### src/rtl/dcache_cfg.svh
/*
 * dcache configuration
 * widths of the address split and the size of the tag and data arrays
 * for the two-way write-back data cache
 */
`ifndef DCACHE_CFG_SVH
`define DCACHE_CFG_SVH

// cpu side
`define DCACHE_ADDR_W   32
`define DCACHE_DATA_W   64
`define DCACHE_STRB_W   8

// one 64-bit word per set
`define DCACHE_SETS     64
`define DCACHE_INDEX_W  6
`define DCACHE_OFFSET_W 3

// what is left of the address after index and byte offset
`define DCACHE_TAG_W    (`DCACHE_ADDR_W - `DCACHE_INDEX_W - `DCACHE_OFFSET_W)

`endif

### src/rtl/dcache_pkg.sv
/*
 * dcache types
 * address fields, data words, controller states and
 * memory port operation codes shared by the cache blocks
 */
`include "dcache_cfg.svh"

package dcache_pkg;

    typedef logic [`DCACHE_ADDR_W-1:0]  addr_t;
    typedef logic [`DCACHE_DATA_W-1:0]  word_t;
    typedef logic [`DCACHE_STRB_W-1:0]  strb_t;
    typedef logic [`DCACHE_INDEX_W-1:0] index_t;
    typedef logic [`DCACHE_TAG_W-1:0]   tag_t;
    typedef logic                       way_t;

    // one-hot controller states
    typedef enum logic [5:0] {
        S_IDLE      = 6'b000001,
        S_LOOKUP    = 6'b000010,
        S_COMPARE   = 6'b000100,
        S_WRITEBACK = 6'b001000,
        S_REFILL    = 6'b010000,
        S_RESPOND   = 6'b100000
    } state_t;

    typedef enum logic [1:0] {
        MEM_NONE      = 2'b00,
        MEM_WRITEBACK = 2'b01,
        MEM_REFILL    = 2'b10
    } mem_op_t;

endpackage

### src/rtl/dcache_ctrl.sv
/*
 * dcache controller
 * captures one cpu request at a time, runs the lookup, write-back
 * and refill sequence, merges store bytes into the hit word and
 * drives the memory line port
 */
`timescale 1ns/1ns
`include "dcache_cfg.svh"

module dcache_ctrl (
    input  logic                 clk,
    input  logic                 reset_i,
    // cpu request port
    input  logic                 req_valid_i,
    input  logic                 req_write_i,
    input  dcache_pkg::addr_t    req_addr_i,
    input  dcache_pkg::word_t    req_wdata_i,
    input  dcache_pkg::strb_t    req_strb_i,
    output logic                 req_ready_o,
    output logic                 resp_valid_o,
    output dcache_pkg::word_t    resp_rdata_o,
    // memory line port
    output dcache_pkg::mem_op_t  mem_op_o,
    output dcache_pkg::addr_t    mem_addr_o,
    output dcache_pkg::word_t    mem_wdata_o,
    input  logic                 mem_ready_i,
    input  dcache_pkg::word_t    mem_rdata_i,
    // arrays
    output dcache_pkg::index_t   arr_index_o,
    output logic                 arr_en_o,
    output logic                 way0_we_o,
    output logic                 way1_we_o,
    output dcache_pkg::tag_t     arr_wtag_o,
    output dcache_pkg::word_t    arr_wdata_o,
    input  dcache_pkg::word_t    way0_data_i,
    input  dcache_pkg::word_t    way1_data_i,
    // lookup events
    output logic                 fill_o,
    output dcache_pkg::way_t     fill_way_o,
    output logic                 mark_dirty_o,
    output dcache_pkg::way_t     dirty_way_o,
    output logic                 touch_o,
    output dcache_pkg::way_t     touch_way_o,
    // lookup results
    input  logic                 hit_i,
    input  dcache_pkg::way_t     hit_way_i,
    input  dcache_pkg::way_t     victim_way_i,
    input  logic                 victim_dirty_i,
    input  dcache_pkg::tag_t     victim_tag_i
);

    dcache_pkg::state_t  state_q;
    dcache_pkg::state_t  state_d;

    dcache_pkg::addr_t   addr_q;
    logic                write_q;
    dcache_pkg::word_t   wdata_q;
    dcache_pkg::strb_t   strb_q;

    dcache_pkg::index_t  index;
    dcache_pkg::tag_t    tag;
    dcache_pkg::word_t   hit_word;
    dcache_pkg::word_t   victim_word;
    dcache_pkg::word_t   merged_word;
    dcache_pkg::word_t   resp_word_q;

    dcache_pkg::mem_op_t mem_op_q;
    dcache_pkg::addr_t   mem_addr_q;
    dcache_pkg::word_t   mem_wdata_q;
    dcache_pkg::way_t    victim_q;

    logic                hit_write;
    logic                refill_done;

    assign index = addr_q[`DCACHE_OFFSET_W +: `DCACHE_INDEX_W];
    assign tag   = addr_q[`DCACHE_ADDR_W-1 -: `DCACHE_TAG_W];

    assign hit_word    = hit_way_i ? way1_data_i : way0_data_i;
    assign victim_word = victim_way_i ? way1_data_i : way0_data_i;

    // strobed bytes from the request, the rest from the cached word
    always_comb begin
        merged_word = hit_word;
        for (int b = 0; b < `DCACHE_STRB_W; b++) begin
            if (strb_q[b]) begin
                merged_word[8*b +: 8] = wdata_q[8*b +: 8];
            end
        end
    end

    assign hit_write   = (state_q == dcache_pkg::S_COMPARE) && hit_i && write_q;
    assign refill_done = (state_q == dcache_pkg::S_REFILL) &&
                         (mem_op_q == dcache_pkg::MEM_REFILL) && mem_ready_i;

    always_comb begin
        state_d = state_q;
        unique case (state_q)
            dcache_pkg::S_IDLE: begin
                if (req_valid_i) begin
                    state_d = dcache_pkg::S_LOOKUP;
                end
            end
            dcache_pkg::S_LOOKUP: begin
                state_d = dcache_pkg::S_COMPARE;
            end
            dcache_pkg::S_COMPARE: begin
                if (hit_i) begin
                    state_d = dcache_pkg::S_RESPOND;
                end else if (victim_dirty_i) begin
                    state_d = dcache_pkg::S_WRITEBACK;
                end else begin
                    state_d = dcache_pkg::S_REFILL;
                end
            end
            dcache_pkg::S_WRITEBACK: begin
                if (mem_ready_i) begin
                    state_d = dcache_pkg::S_REFILL;
                end
            end
            dcache_pkg::S_REFILL: begin
                // refilled line is looked up again and then hits
                if (refill_done) begin
                    state_d = dcache_pkg::S_LOOKUP;
                end
            end
            dcache_pkg::S_RESPOND: begin
                state_d = dcache_pkg::S_IDLE;
            end
            default: begin
                state_d = dcache_pkg::S_IDLE;
            end
        endcase
    end

    always_ff @(posedge clk) begin
        if (reset_i) begin
            state_q <= dcache_pkg::S_IDLE;
        end else begin
            state_q <= state_d;
        end
    end

    always_ff @(posedge clk) begin
        if (req_valid_i && req_ready_o) begin
            addr_q  <= req_addr_i;
            write_q <= req_write_i;
            wdata_q <= req_wdata_i;
            strb_q  <= req_strb_i;
        end
    end

    // op goes back to none the cycle after ready, also between write-back and refill
    always_ff @(posedge clk) begin
        if (reset_i) begin
            mem_op_q <= dcache_pkg::MEM_NONE;
        end else if ((state_q == dcache_pkg::S_COMPARE) && !hit_i && victim_dirty_i) begin
            mem_op_q <= dcache_pkg::MEM_WRITEBACK;
        end else if ((state_q == dcache_pkg::S_REFILL) && (mem_op_q == dcache_pkg::MEM_NONE)) begin
            mem_op_q <= dcache_pkg::MEM_REFILL;
        end else if (mem_ready_i) begin
            mem_op_q <= dcache_pkg::MEM_NONE;
        end
    end

    always_ff @(posedge clk) begin
        if (state_q == dcache_pkg::S_COMPARE) begin
            mem_addr_q  <= {victim_tag_i, index, {`DCACHE_OFFSET_W{1'b0}}};
            mem_wdata_q <= victim_word;
            victim_q    <= victim_way_i;
            resp_word_q <= hit_word;
        end else if ((state_q == dcache_pkg::S_REFILL) && (mem_op_q == dcache_pkg::MEM_NONE)) begin
            mem_addr_q <= {tag, index, {`DCACHE_OFFSET_W{1'b0}}};
        end
    end

    assign mem_op_o    = mem_op_q;
    assign mem_addr_o  = mem_addr_q;
    assign mem_wdata_o = mem_wdata_q;

    assign req_ready_o  = (state_q == dcache_pkg::S_IDLE);
    assign resp_valid_o = (state_q == dcache_pkg::S_RESPOND);
    assign resp_rdata_o = (resp_valid_o && !write_q) ? resp_word_q : '0;

    // arrays always addressed by the captured request
    assign arr_index_o = index;
    assign arr_en_o    = (state_q == dcache_pkg::S_LOOKUP);
    assign arr_wtag_o  = tag;
    assign arr_wdata_o = refill_done ? mem_rdata_i : merged_word;
    assign way0_we_o   = (hit_write && (hit_way_i == 1'b0)) ||
                         (refill_done && (victim_q == 1'b0));
    assign way1_we_o   = (hit_write && (hit_way_i == 1'b1)) ||
                         (refill_done && (victim_q == 1'b1));

    assign fill_o       = refill_done;
    assign fill_way_o   = victim_q;
    assign mark_dirty_o = hit_write;
    assign dirty_way_o  = hit_way_i;
    assign touch_o      = (state_q == dcache_pkg::S_COMPARE) && hit_i;
    assign touch_way_o  = hit_way_i;

endmodule

### config.mk
export PLATFORM = sky130hd
export DESIGN_NAME = dcache_ctrl
export DESIGN_NICKNAME = d
export VERILOG_FILES = /design/src/rtl/dcache_pkg.sv /design/src/rtl/dcache_ctrl.sv
export VERILOG_INCLUDE_DIRS = /design/src /design/src/rtl
export SDC_FILE = /design/constraint.sdc
export NUM_CORES = 1
export LEC_CHECK = 0
export ABC_AREA = 1
export BUFFER_PORTS_ARGS = -buffer_cell sky130_fd_sc_hd__buf_2
export CAP_MARGIN = 20
export CELL_PAD_IN_SITES_DETAIL_PLACEMENT = 1
export CELL_PAD_IN_SITES_GLOBAL_PLACEMENT = 1
export CORE_AREA = 8 8 227 229
export DETAILED_ROUTE_END_ITERATION = 8
export DIE_AREA = 0 0 235 237
export PLACE_DENSITY_LB_ADDON = 0.12
export RECOVER_POWER = 100
export SLEW_MARGIN = 20
export SYNTH_ARGS = -nofsm -noshare
export SYNTH_HDL_FRONTEND = slang
export SYNTH_SLANG_ARGS = --single-unit
### constraint.sdc
create_clock -name clk -period 9.1 [get_ports clk]
set_input_delay 2.73 -clock clk [delete_from_list [all_inputs] [get_ports clk]]
set_output_delay 2.73 -clock clk [all_outputs]
set_load 0.01 [all_outputs]
-- Word level (Yosys, flattened, before mapping)
Index checks and enable logic that the tools add are counted.
- register bits: 271
- logic and storage cells: 69
- output and inout port bits: 266
- input bits: 328
- multiplexer cells: 23
- reductions and logical operators: 23
- bitwise gates (word level): 2
- eq/ne operators: 10
- operator list (cell ; number):
    $mux W64 ; 4
    $mux W32 ; 2
    $mux W8 ; 8
    $pmux W6 S5 ; 1
    $mux W6 ; 4
    $logic_and A1 B1 Y1 ; 13
    $eq A6 B1 Y1 const B ; 1
    $eq A6 B2 Y1 const B ; 1
    $eq A6 B3 Y1 const B ; 1
    $eq A6 B4 Y1 const B ; 1
    $eq A6 B5 Y1 const B ; 1
    $eq A6 B6 Y1 const B ; 1
    $ne A2 B2 Y1 const B ; 3
    $mux W5 ; 1
    $mux W2 ; 2
    $reduce_bool A2 Y1 ; 2
    $reduce_and A3 Y1 ; 1
    $reduce_bool A3 Y1 ; 1
    $eq A2 B2 Y1 const B ; 1
    $logic_not A1 Y1 ; 2
    $logic_not A2 Y1 ; 1
    $logic_or A1 B1 Y1 ; 2
    $not A1 Y1 ; 2
    $reduce_or A2 Y1 ; 1
    $mux W1 ; 1

-- Depth between registers and ports, before layout
Gate-level depths: netlist (run 1).
- word-level depth: 5
- mapped depth: 9
- depth with buffers taken out: 8

-- Least setup slack after synthesis (run 1)
Ideal clock, no wire load.
- kind: input-to-reg
- from: input port req_valid_i
- to: register addr_q[10], enable pin
- setup slack: 1542 ps
- required time: 8536 ps
- stages on the path: 2
- data arrival time: 6994 ps
- buffers on the path: 0
- library setup time: 564 ps
- path through: inv_1 -> nor2_1
- cells in the longest elaborated chain, start to end: 1
- ends and longest elaborated chain (element ; RTL line ; source):
    start: declaration ; dcache_ctrl.sv:14 ; input logic req_valid_i,
    $logic_and A1 B1 Y1 ; dcache_ctrl.sv:144 ; if (req_valid_i && req_ready_o) begin
    end signal: assignment ; dcache_ctrl.sv:145 ; addr_q <= req_addr_i;
    end: declaration ; dcache_ctrl.sv:55 ; dcache_pkg::addr_t addr_q;
No other way between the ends.
A chain may end at the register's enable or synchronous reset.

-- Worst setup path in the final report (run 1)
- from: input port hit_way_i
- to: output port arr_wdata_o[8]
- cells in the longest elaborated chain, start to end: 3
- ends and longest elaborated chain (element ; RTL line ; source):
    start: declaration ; dcache_ctrl.sv:46 ; input dcache_pkg::way_t hit_way_i,
    $mux W64 ; dcache_ctrl.sv:78 ; assign hit_word = hit_way_i ? way1_data_i : way0_data_i;
    via hit_word[8] ; dcache_ctrl.sv:62 ; dcache_pkg::word_t hit_word;
    $mux W8 ; dcache_ctrl.sv:85 ; if (strb_q[b]) begin
    $mux W64 ; dcache_ctrl.sv:188 ; assign arr_wdata_o = refill_done ? mem_rdata_i : merged_word;
    end: declaration ; dcache_ctrl.sv:34 ; output dcache_pkg::word_t arr_wdata_o,
The timed path passes the listed nets, and every way through them passes these cells.

==> results of run 1 <==
[state kept, by name, indices dropped and copies added (netlist names)]
| name | flops |
|---|---|
| strb_q | 8 |
| addr_q | 29 |
| resp_word_q | 64 |
| mem_wdata_o | 64 |
| mem_op_o | 2 |
| write_q | 1 |
| fill_way_o | 1 |
| mem_addr_o | 29 |
| wdata_q | 64 |
| state_q | 6 |
[where the power goes]
group | internal, mW | leakage, nW | switching, mW
Sequential | 1.46 | 2.46 | 0.0360
Clock | 0.813 | 0.533 | 0.532
Combinational | 0.144 | 3.92 | 0.267
Total | 2.41 | 6.91 | 0.835
[cell usage after synthesis, drive strengths merged]
cell / count
inv: 154
nand2: 334
a31oi: 64
a21oi: 3
buf: 43
and3: 1
nand3: 9
or2: 2
clkbuf: 22
o22ai: 1
nor3: 2
o21ai: 128
edfxtp: 260
nor3b: 1
conb: 1
dfxtp: 8
nor2: 146
nand4: 4
[metal layers]
layer | up-vias | GRT usage (%) | wire length (µm)
li1 | 5065 | - | -
met1 | 4949 | 19.1 | 19800
met2 | 385 | 30.9 | 25300
met3 | 74 | 6.96 | 4520
met4 | 12 | 5.91 | 1320
met5 | - | 0 | 84
[worst max-delay path: cells and delay by family]
family | cells | cell delay, ns
AND/OR/NAND/NOR | 1 | 0.15
AO/OA/AOI/OAI | 2 | 0.57
buffers and inverters | 3 | 1.75
[area by class of cell]
type | instances | share of cell area [%]
clock inverter | 18 | 1.15
sequential | 268 | 49.3
tap | 622 | 4.82
clock buffer | 40 | 5.54
timing repair buffer | 601 | 16.8
multi-input combinational | 698 | 18.6
antenna | 9 | 0.139
inverter | 154 | 3.59
[cell families after synthesis]
logic type	Yosys count
AOI/OAI and AO/OA	196
other	1
buffers and inverters	219
and+or+nand+nor	499
DFF	268
[through the flow]
step / instances / instance area [µm²] / total power [mW] / setup slack (ns)
6_report: 2410 / 16100 / 3.25 / 1.14
5_1_grt: 2406 / 16100 / 3.39 / 0.829
4_1_cts: 2399 / 16500 / 3.32 / 1.77
3_5_place_dp: 2341 / 15400 / 1.95 / 1.77
3_3_place_gp: 2341 / 15400 / 1.94 / 1.78
2_1_floorplan: 1185 / 12000 / 1.73 / 1.54
[worst paths after layout]
check | start | to | slack, ns | cells after the start
worst max-delay path | hit_way_i | arr_wdata_o[8] | 1.14 | 6
worst min-delay path | addr_q[5] | mem_addr_o[5] | 0.45 | 0
worst max register to register | state_q[5] | mem_addr_o[11] | 1.75 | 4
worst min register to register | addr_q[5] | mem_addr_o[5] | 0.45 | 0
==> impl_metrics.tcl, run 1 <==
set metrics [dict create \
    rows 81 \
    htree_levels 2 \
    hold_ws_ns 0.448 \
    fill_cells 5784 \
    synthAdderAreaFrac_pct 0 \
    tightest_slew_ns 3.85 \
    mostFrequentLayoutCells "333 x nand2_1, 330 x buf_2, 271 x clkbuf_1" \
    overflow 0 \
    fp.dieH_um 237 \
    maxSlewHeadroom_pct -158 \
    cp-end-kind "output port" \
    cts-resized-gates 0 \
    final_common_cell "nand2_1" \
    violations "max-capacitance violations, max-slew violations" \
    critPathRequiredTime_ns 6.37 \
    yosys_warnings 0 \
    grt_pass1_wl_um 73400 \
    crit_arrival_ns 5.23 \
    fmaxAchievable_ghz 0.126 \
    syn-cell-area_mm2 0.0120 \
    drive_gt1_share_pct 21.9 \
    peakVddDrop_mv 0.131 \
    grt_pass1_vias 11200 \
    wirelength_um 51100 \
    synth_xor_area_share_pct 0 \
    yosys.area.top_type_share_pct 65.2 \
    synth_cell_types 26 \
    setup_viol 0 \
    drc 0 \
    period_share_pct 87.4 \
    synthSimpleGateAreaFrac_pct 16.3 \
    dr_total_vias 10500 \
    antenna_found_initial 15 \
    cap_violations 7 \
    core_mm2 0.0481 \
    multi_input_area_mm2 0.00301 \
    clkSinkCount 268 \
    ys_top_cells_by_area "edfxtp_1 65%, nand2_1 10%, o21ai_0 5.3%" \
    routedWlPerCell_um 21.2 \
    insertion_delay_ns 0.53 \
    ys_seq_area_share_pct 66.5 \
    cp_max_fo 50 \
    crit_chain "buf_4 -> clkbuf_1 -> o21ai_0 -> nand2_1 -> a31oi_1 -> clkbuf_1" \
    drtAntennaViolNets 0 \
    die_w_um 235 \
    area_growth_pct 34.8 \
    seq_area_mm2 0.00797 \
    vias_per_cell 4.35 \
    slew_viol_final 357 \
    hpwl_um 39400 \
    numCtsBuffers 34 \
    crit_path_start_kind "input pin" \
    synth_compound_area_share_pct 8.92 \
    finish.utilization_pct 33.5 \
    cts_setup_buffers 0 \
    initial_core_util_pct 24.9 \
    hold_buffers 0 \
    worstSetupPathType "in2out" \
    status "finished with violations" \
    clk_transition_reported_paths_ns 0.06 \
    drtIter0Drc 377 \
    powerDensity_mw_per_mm2 201 \
    avgSynthCellArea_um2 10.1 \
    postSynthCellCount 1183 \
    synth_top_family_by_area "simple AND/OR/NAND/NOR gates" \
    ctsLongestPathBuffers 3 \
    fin_crit_ns 7.96 \
    yosys.area.top_type "edfxtp_1" \
    cts_root_buffer "clkbuf_16" \
    hold_viol 0 \
    rsz0062_at_grt "false" \
    track_usage_pct 17.5 \
    die_area_mm2 0.0557 \
    cpMaxStageDelayCell "clkbuf_1" \
    critPathMaxStageDelay_ns 1.15 \
    cts_tree "done" \
    grt_max_degree 86 \
    ios 594 \
    skew_ns 0.0148 \
    nets 2085 \
    hp-class "reg2reg" \
    p_leak_nw 6.91 \
    tns_ns 0 \
    gp_congestion 0.808 \
    cp_common_cell "clkbuf_1" \
    drt-pass1-iter-count 5 \
    yosys-mux-area-fraction_pct 0 \
    portBuffers 587 \
    yosys_register_bits 268 \
]
No activity file was read; power rests on OpenSTA's default activity.
==> run 2, diff against run 1 <==
BUFFER_PORTS_ARGS = not set   (was -buffer_cell sky130_fd_sc_hd__buf_2)
CORE_AREA = 8 8 226 228   (was 8 8 227 229)
DIE_AREA = 0 0 234 236   (was 0 0 235 237)
DONT_BUFFER_PORTS = 1   (was not set)
SLEW_MARGIN = not set   (was 20)
clock period = 8.1 ns   (was 9.1 ns; I/O delays follow)
==> impl_metrics.tcl, run 2 (synthesis gave the netlist of run 1 again) <==
set metrics [dict create \
    hold_depth 0 \
    tightest_slew_ns 3.77 \
    p_leak_nw 5.24 \
    routedWlPerCell_um 26.6 \
    num_antenna_cells 0 \
    cp_common_cell "nor2_1" \
    cts-resized-gates 0 \
    initial_core_util_pct 25.3 \
    peakVddDrop_mv 0.155 \
    hp-class "reg2reg" \
    gp_congestion 0.750 \
    min_to "mem_addr_o[8]" \
    nets 1490 \
    drive_gt1_share_pct 4.30 \
    r2r_slack_ns 1.85 \
    rows 80 \
    rr_endpoint "mem_addr_o[20]" \
    area_growth_pct 11.9 \
    drtIter0Drc 333 \
    wirelength_um 47900 \
    violations "max-capacitance violations, max-slew violations" \
    core_mm2 0.0473 \
    fmaxAchievable_ghz 0.146 \
    grt_pass1_wl_um 66200 \
    hold_viol 0 \
    cts_setup_buffers 0 \
    ios 594 \
    min_from "addr_q[8]" \
    crit_chain "nor2_1 -> nand3_1 -> nor2_1 -> nand2_1 -> clkbuf_1 -> nor2_1" \
    mostFrequentLayoutCells "333 x nand2_1, 260 x edfxtp_1, 152 x inv_1" \
    clkPwrFrac_pct 42.2 \
    worstSetupPathType "reg2out" \
    track_usage_pct 16.4 \
    clkSinkCount 268 \
    portBuffers 0 \
    setup_viol 0 \
    critPathRequiredTime_ns 5.67 \
    maxSlewHeadroom_pct -151 \
    crit_arrival_ns 4.42 \
    hold_buffers 0 \
    fp.dieH_um 236 \
    drtAntennaViolNets 0 \
    hpwl_um 36200 \
    period_share_pct 84.5 \
    final_common_cell "nand2_1" \
    swShare_pct 25.7 \
    grt_pass1_vias 9112 \
    crit_path_start_kind "register" \
    p_sw_mw 0.886 \
    fin_crit_ns 6.85 \
    die_w_um 234 \
    drt-pass1-iter-count 4 \
    critPathMaxStageDelay_ns 1.85 \
    drc 0 \
    cts_root_buffer "clkbuf_16" \
    vias_per_cell 4.66 \
    cp-end-kind "output port" \
    cpMaxStageDelayCell "clkbuf_1" \
    cp_max_fo 39 \
    dr_total_vias 8389 \
    cts_tree "done" \
    numCtsBuffers 35 \
    rsz0062_at_grt "false" \
    cap_violations 5 \
    powerDensity_mw_per_mm2 257 \
    power_frac_comb_pct 8.4 \
    place_ws_ns 1.55 \
    p_int_mw 2.56 \
    setup_ws_ns 1.25 \
    antenna_found_initial 3 \
    grt_max_degree 133 \
    ctsLongestPathBuffers 3 \
    slew_viol_final 225 \
    pwr-share-seq_pct 49.5 \
    htree_levels 2 \
    tns_ns 0 \
    skew_ns 0.0256 \
    reg2regPathDepth 6 \
    regToRegStartpoint "state_q[5]" \
    status "finished with violations" \
    clk_transition_reported_paths_ns 0.06 \
    die_area_mm2 0.0552 \
    insertion_delay_ns 0.54 \
    overflow 0 \
]
run 2: cell count changes in the layout (fill, tap and decap cells not counted), sizes merged:
| cell | before | now |
|---|---|---|
| inv | 154 | 155 |
| diode | 9 | 0 |
| clkinvlp | 1 | 2 |
| buf | 335 | 1 |
| bufinv | 4 | 1 |
| clkbuf | 306 | 48 |
run 2: metrics by stage:
step / area [µm²] / power [mW] / std cells / utilization (%) / hold WS [ns]
floorplan: 12000 / 1.94 / 1185 / - / 0.499
global placement: 12400 / 2.03 / 1740 / 26.2 / 0.532
detailed placement: 12400 / 2.03 / 1740 / 26.2 / 0.538
CTS: 13500 / 3.52 / 1801 / 28.4 / 0.552
global route: 13400 / 3.59 / 1801 / 28.3 / 0.567
finish: 13400 / 3.45 / 1801 / 28.3 / 0.549
run 2: worst max-delay path by stage:
stage                     start          endpoint  slack (ns)  depth (start not counted)
finish               state_q[3]   resp_rdata_o[1]        1.25                          6
global route         state_q[3]  resp_rdata_o[58]        0.72                          6
CTS                 mem_ready_i   arr_wdata_o[13]        1.55                          6
detailed placement  mem_ready_i   arr_wdata_o[13]        1.55                          6
global placement    mem_ready_i   arr_wdata_o[13]        1.55                          6
floorplan           req_valid_i        addr_q[10]        0.84                          2
run 2: critical path: cells and delay by family (launching register included):
family                 cells  cell delay [ns]
buffers and inverters      1             1.85
flip-flops                 1             0.35
AND/OR/NAND/NOR            5             1.65
run 2: power groups by stage:
| stage | combinational, mW | clock (mW) | sequential, mW |
|---|---|---|---|
| after floorplan | 0.229 | 0 | 1.71 |
| after detailed placement | 0.306 | 0 | 1.73 |
| after global placement | 0.300 | 0 | 1.73 |
| after global routing | 0.325 | 1.55 | 1.72 |
| after CTS | 0.305 | 1.51 | 1.70 |
| final | 0.288 | 1.45 | 1.71 |
run 2: layer usage:
metal	global-route usage (%)	share of wire (%)
met1	16.3	35
met4	5.74	2.8
met5	0	0.054
met2	29.3	50
met3	8.05	12
run 2: final cells by class:
| type | count | area [µm²] |
|---|---|---|
| repair buffers | 5 | 35.0 |
| fillers | 5373 | 33900 |
| flip-flops and latches | 268 | 7970 |
| clock buffers | 44 | 931 |
| inverters | 154 | 583 |
| multi-input cells | 698 | 3000 |
| well taps | 615 | 769 |
| clock inverters | 17 | 121 |
==> run 3, diff against run 2 <==
ABC_AREA = 0   (was 1)
CORE_AREA = 8 8 225 227   (was 8 8 226 228)
DIE_AREA = 0 0 233 235   (was 0 0 234 236)
clock period = 7.2 ns   (was 8.1 ns; I/O delays follow)
==> impl_metrics.tcl, run 3 <==
set metrics [dict create \
    status "finished with violations" \
    violations "max-capacitance violations, max-slew violations" \
    cp-end-kind "output port" \
    hold_viol 0 \
    maxSlewHeadroom_pct -157 \
    synth_edf_count 260 \
    fp.dieH_um 235 \
    drtAntennaViolNets 0 \
    clkSinkCount 268 \
    drive_gt1_share_pct 14.8 \
    die_w_um 233 \
    yosys-mux-area-fraction_pct 17.6 \
    rsz0062_at_grt "false" \
    skew_ns 0.0195 \
    tightest_slew_ns 3.86 \
    synthArstFlopShare_pct 0 \
    synth_flop_cell "edfxtp_1" \
    cts_root_buffer "clkbuf_16" \
    nets 1149 \
    setup_viol 0 \
    insertion_delay_ns 0.53 \
    regToRegStartpoint "state_q[0]" \
    grt_pass1_vias 7481 \
    grt_max_degree 91 \
    avgSynthCellArea_um2 14.3 \
    overflow 0 \
    wirelength_um 45500 \
    routedWlPerCell_um 31.1 \
    worstSetupPathType "reg2out" \
    track_usage_pct 15.7 \
    vias_per_cell 4.67 \
    initial_core_util_pct 25.2 \
    yosys.area.top_type "edfxtp_1" \
    drc 0 \
    drtIter0Drc 285 \
    rows 80 \
    p_leak_nw 4.55 \
    fmaxAchievable_ghz 0.164 \
    critPathLaunch "state_q[0]" \
    ys_seq_area_share_pct 67.2 \
    critPathRequiredTime_ns 5.04 \
    synth_top_family_by_area "multiplexers" \
    ys_top_cells_by_area "edfxtp_1 66%, mux2_2 12%, mux2i_1 5.4%" \
    cp_max_fo 90 \
    crit_path_start_kind "register" \
    die_area_mm2 0.0548 \
    clk_transition_reported_paths_ns 0.06 \
    portBuffers 0 \
    cap_violations 7 \
    postSynthCellCount 829 \
    tns_ns 0 \
    min_from "addr_q[7]" \
    ys_top_cells_by_count "260 x edfxtp_1, 128 x mux2_2, 75 x nand2_1" \
    cts-resized-gates 0 \
    cts_setup_buffers 0 \
    numCtsBuffers 34 \
    synth_cell_types 37 \
    htree_levels 2 \
    fin_crit_ns 6.10 \
    hold_ws_ns 0.551 \
    fill_cells 5009 \
    dr_total_vias 6840 \
    ios 594 \
    synthSimpleGateAreaFrac_pct 9.35 \
    drt-pass1-iter-count 4 \
    powerDensity_mw_per_mm2 280 \
    crit_arrival_ns 3.94 \
    synthAdderAreaFrac_pct 0 \
    gp_congestion 0.740 \
    yosys_register_bits 268 \
    yosys_warnings 0 \
    core_mm2 0.0471 \
    hold_buffers 0 \
    syn-cell-area_mm2 0.0119 \
    peakVddDrop_mv 0.208 \
    synth_xor_area_share_pct 0 \
    ctsLongestPathBuffers 3 \
    yosys.area.top_type_share_pct 65.8 \
    cts_tree "done" \
    hp-class "reg2reg" \
    period_share_pct 84.7 \
    synth_compound_area_share_pct 3.50 \
    grt_pass1_wl_um 61300 \
    final_common_cell "edfxtp_1" \
    area_growth_pct 13.2 \
    slew_viol_final 268 \
    yosys.cell_count.top_type "edfxtp_1" \
    antenna_found_initial 6 \
    mostFrequentLayoutCells "260 x edfxtp_1, 77 x mux2_2, 75 x nand2_1" \
    hpwl_um 34200 \
]
[run 3: changes by cell type after synthesis, moves of 5 or more]
| cell | previous run | this run |
|---|---|---|
| and2_1 | 0 | 65 |
| nor2b_1 | 0 | 5 |
| buf_2 | 13 | 33 |
| nor2_1 | 140 | 69 |
| mux2i_1 | 0 | 64 |
| inv_1 | 152 | 4 |
| clkbuf_1 | 22 | 5 |
| a31oi_1 | 64 | 1 |
| mux2_2 | 0 | 128 |
| a21oi_1 | 3 | 67 |
| nand2_1 | 332 | 75 |
| o21ai_0 | 128 | 2 |
| buf_6 | 17 | 0 |
[run 3: area by class of cell]
class | count | area (µm²) | area share [%]
Sequential cell | 268 | 7970 | 59.3
Multi-Input combinational cell | 504 | 3630 | 27.0
Timing Repair Buffer | 7 | 46.3 | 0.345
Antenna cell | 5 | 12.5 | 0.0932
Tap cell | 615 | 769 | 5.73
Clock inverter | 16 | 72.6 | 0.540
Clock buffer | 43 | 906 | 6.75
Inverter | 6 | 27.5 | 0.205
[run 3: worst paths after layout]
check	endpoint	cells after the start	slack, ns
worst max register to register	resp_word_q[41]	5	1.67
worst max-delay path	way1_we_o	7	1.10
worst min register to register	mem_addr_o[7]	0	0.55
worst min-delay path	mem_addr_o[7]	0	0.55
[run 3: cells by family after synthesis]
group                  Yosys count
buffers and inverters           59
other                            1
AND/OR/NAND/NOR                232
multiplexers                   192
AO/OA/AOI/OAI                   77
flip-flops                     268
[run 3: stage by stage]
step	setup slack (ns)	util, %	std cells	power [mW]	area, µm²
6_report	1.10	28.5	1464	3.76	13400
5_1_grt	0.667	28.5	1461	3.92	13400
4_1_cts	1.26	28.5	1459	3.85	13500
3_5_place_dp	1.26	26.5	1400	2.27	12500
3_3_place_gp	1.30	26.5	1400	2.26	12500
2_1_floorplan	0.212	-	831	2.17	11900
[run 3: routing by layer]
| layer | up-vias | track usage (%) | wire (µm) |
|---|---|---|---|
| li1 | 3025 | - | - |
| met1 | 3408 | 16.4 | 16100 |
| met2 | 351 | 27.8 | 23200 |
| met3 | 50 | 8.13 | 5430 |
| met4 | 6 | 3.07 | 649 |
| met5 | - | 0 | 40 |
[run 3: critical path, stage by stage, from the launching register on]
cell and delay [ns]:
dfxtp_1 0.41, nor2_1 0.10, nand4b_1 0.10, clkbuf_1 1.14, inv_6 0.64, nand3_1 0.51, inv_1 0.17, a22o_1 0.25
[run 3: report_power, final]
group          internal (mW)  switching (mW)
Sequential              1.84          0.0731
Combinational          0.115           0.189
Clock                  0.886           0.661
Total                   2.84           0.923
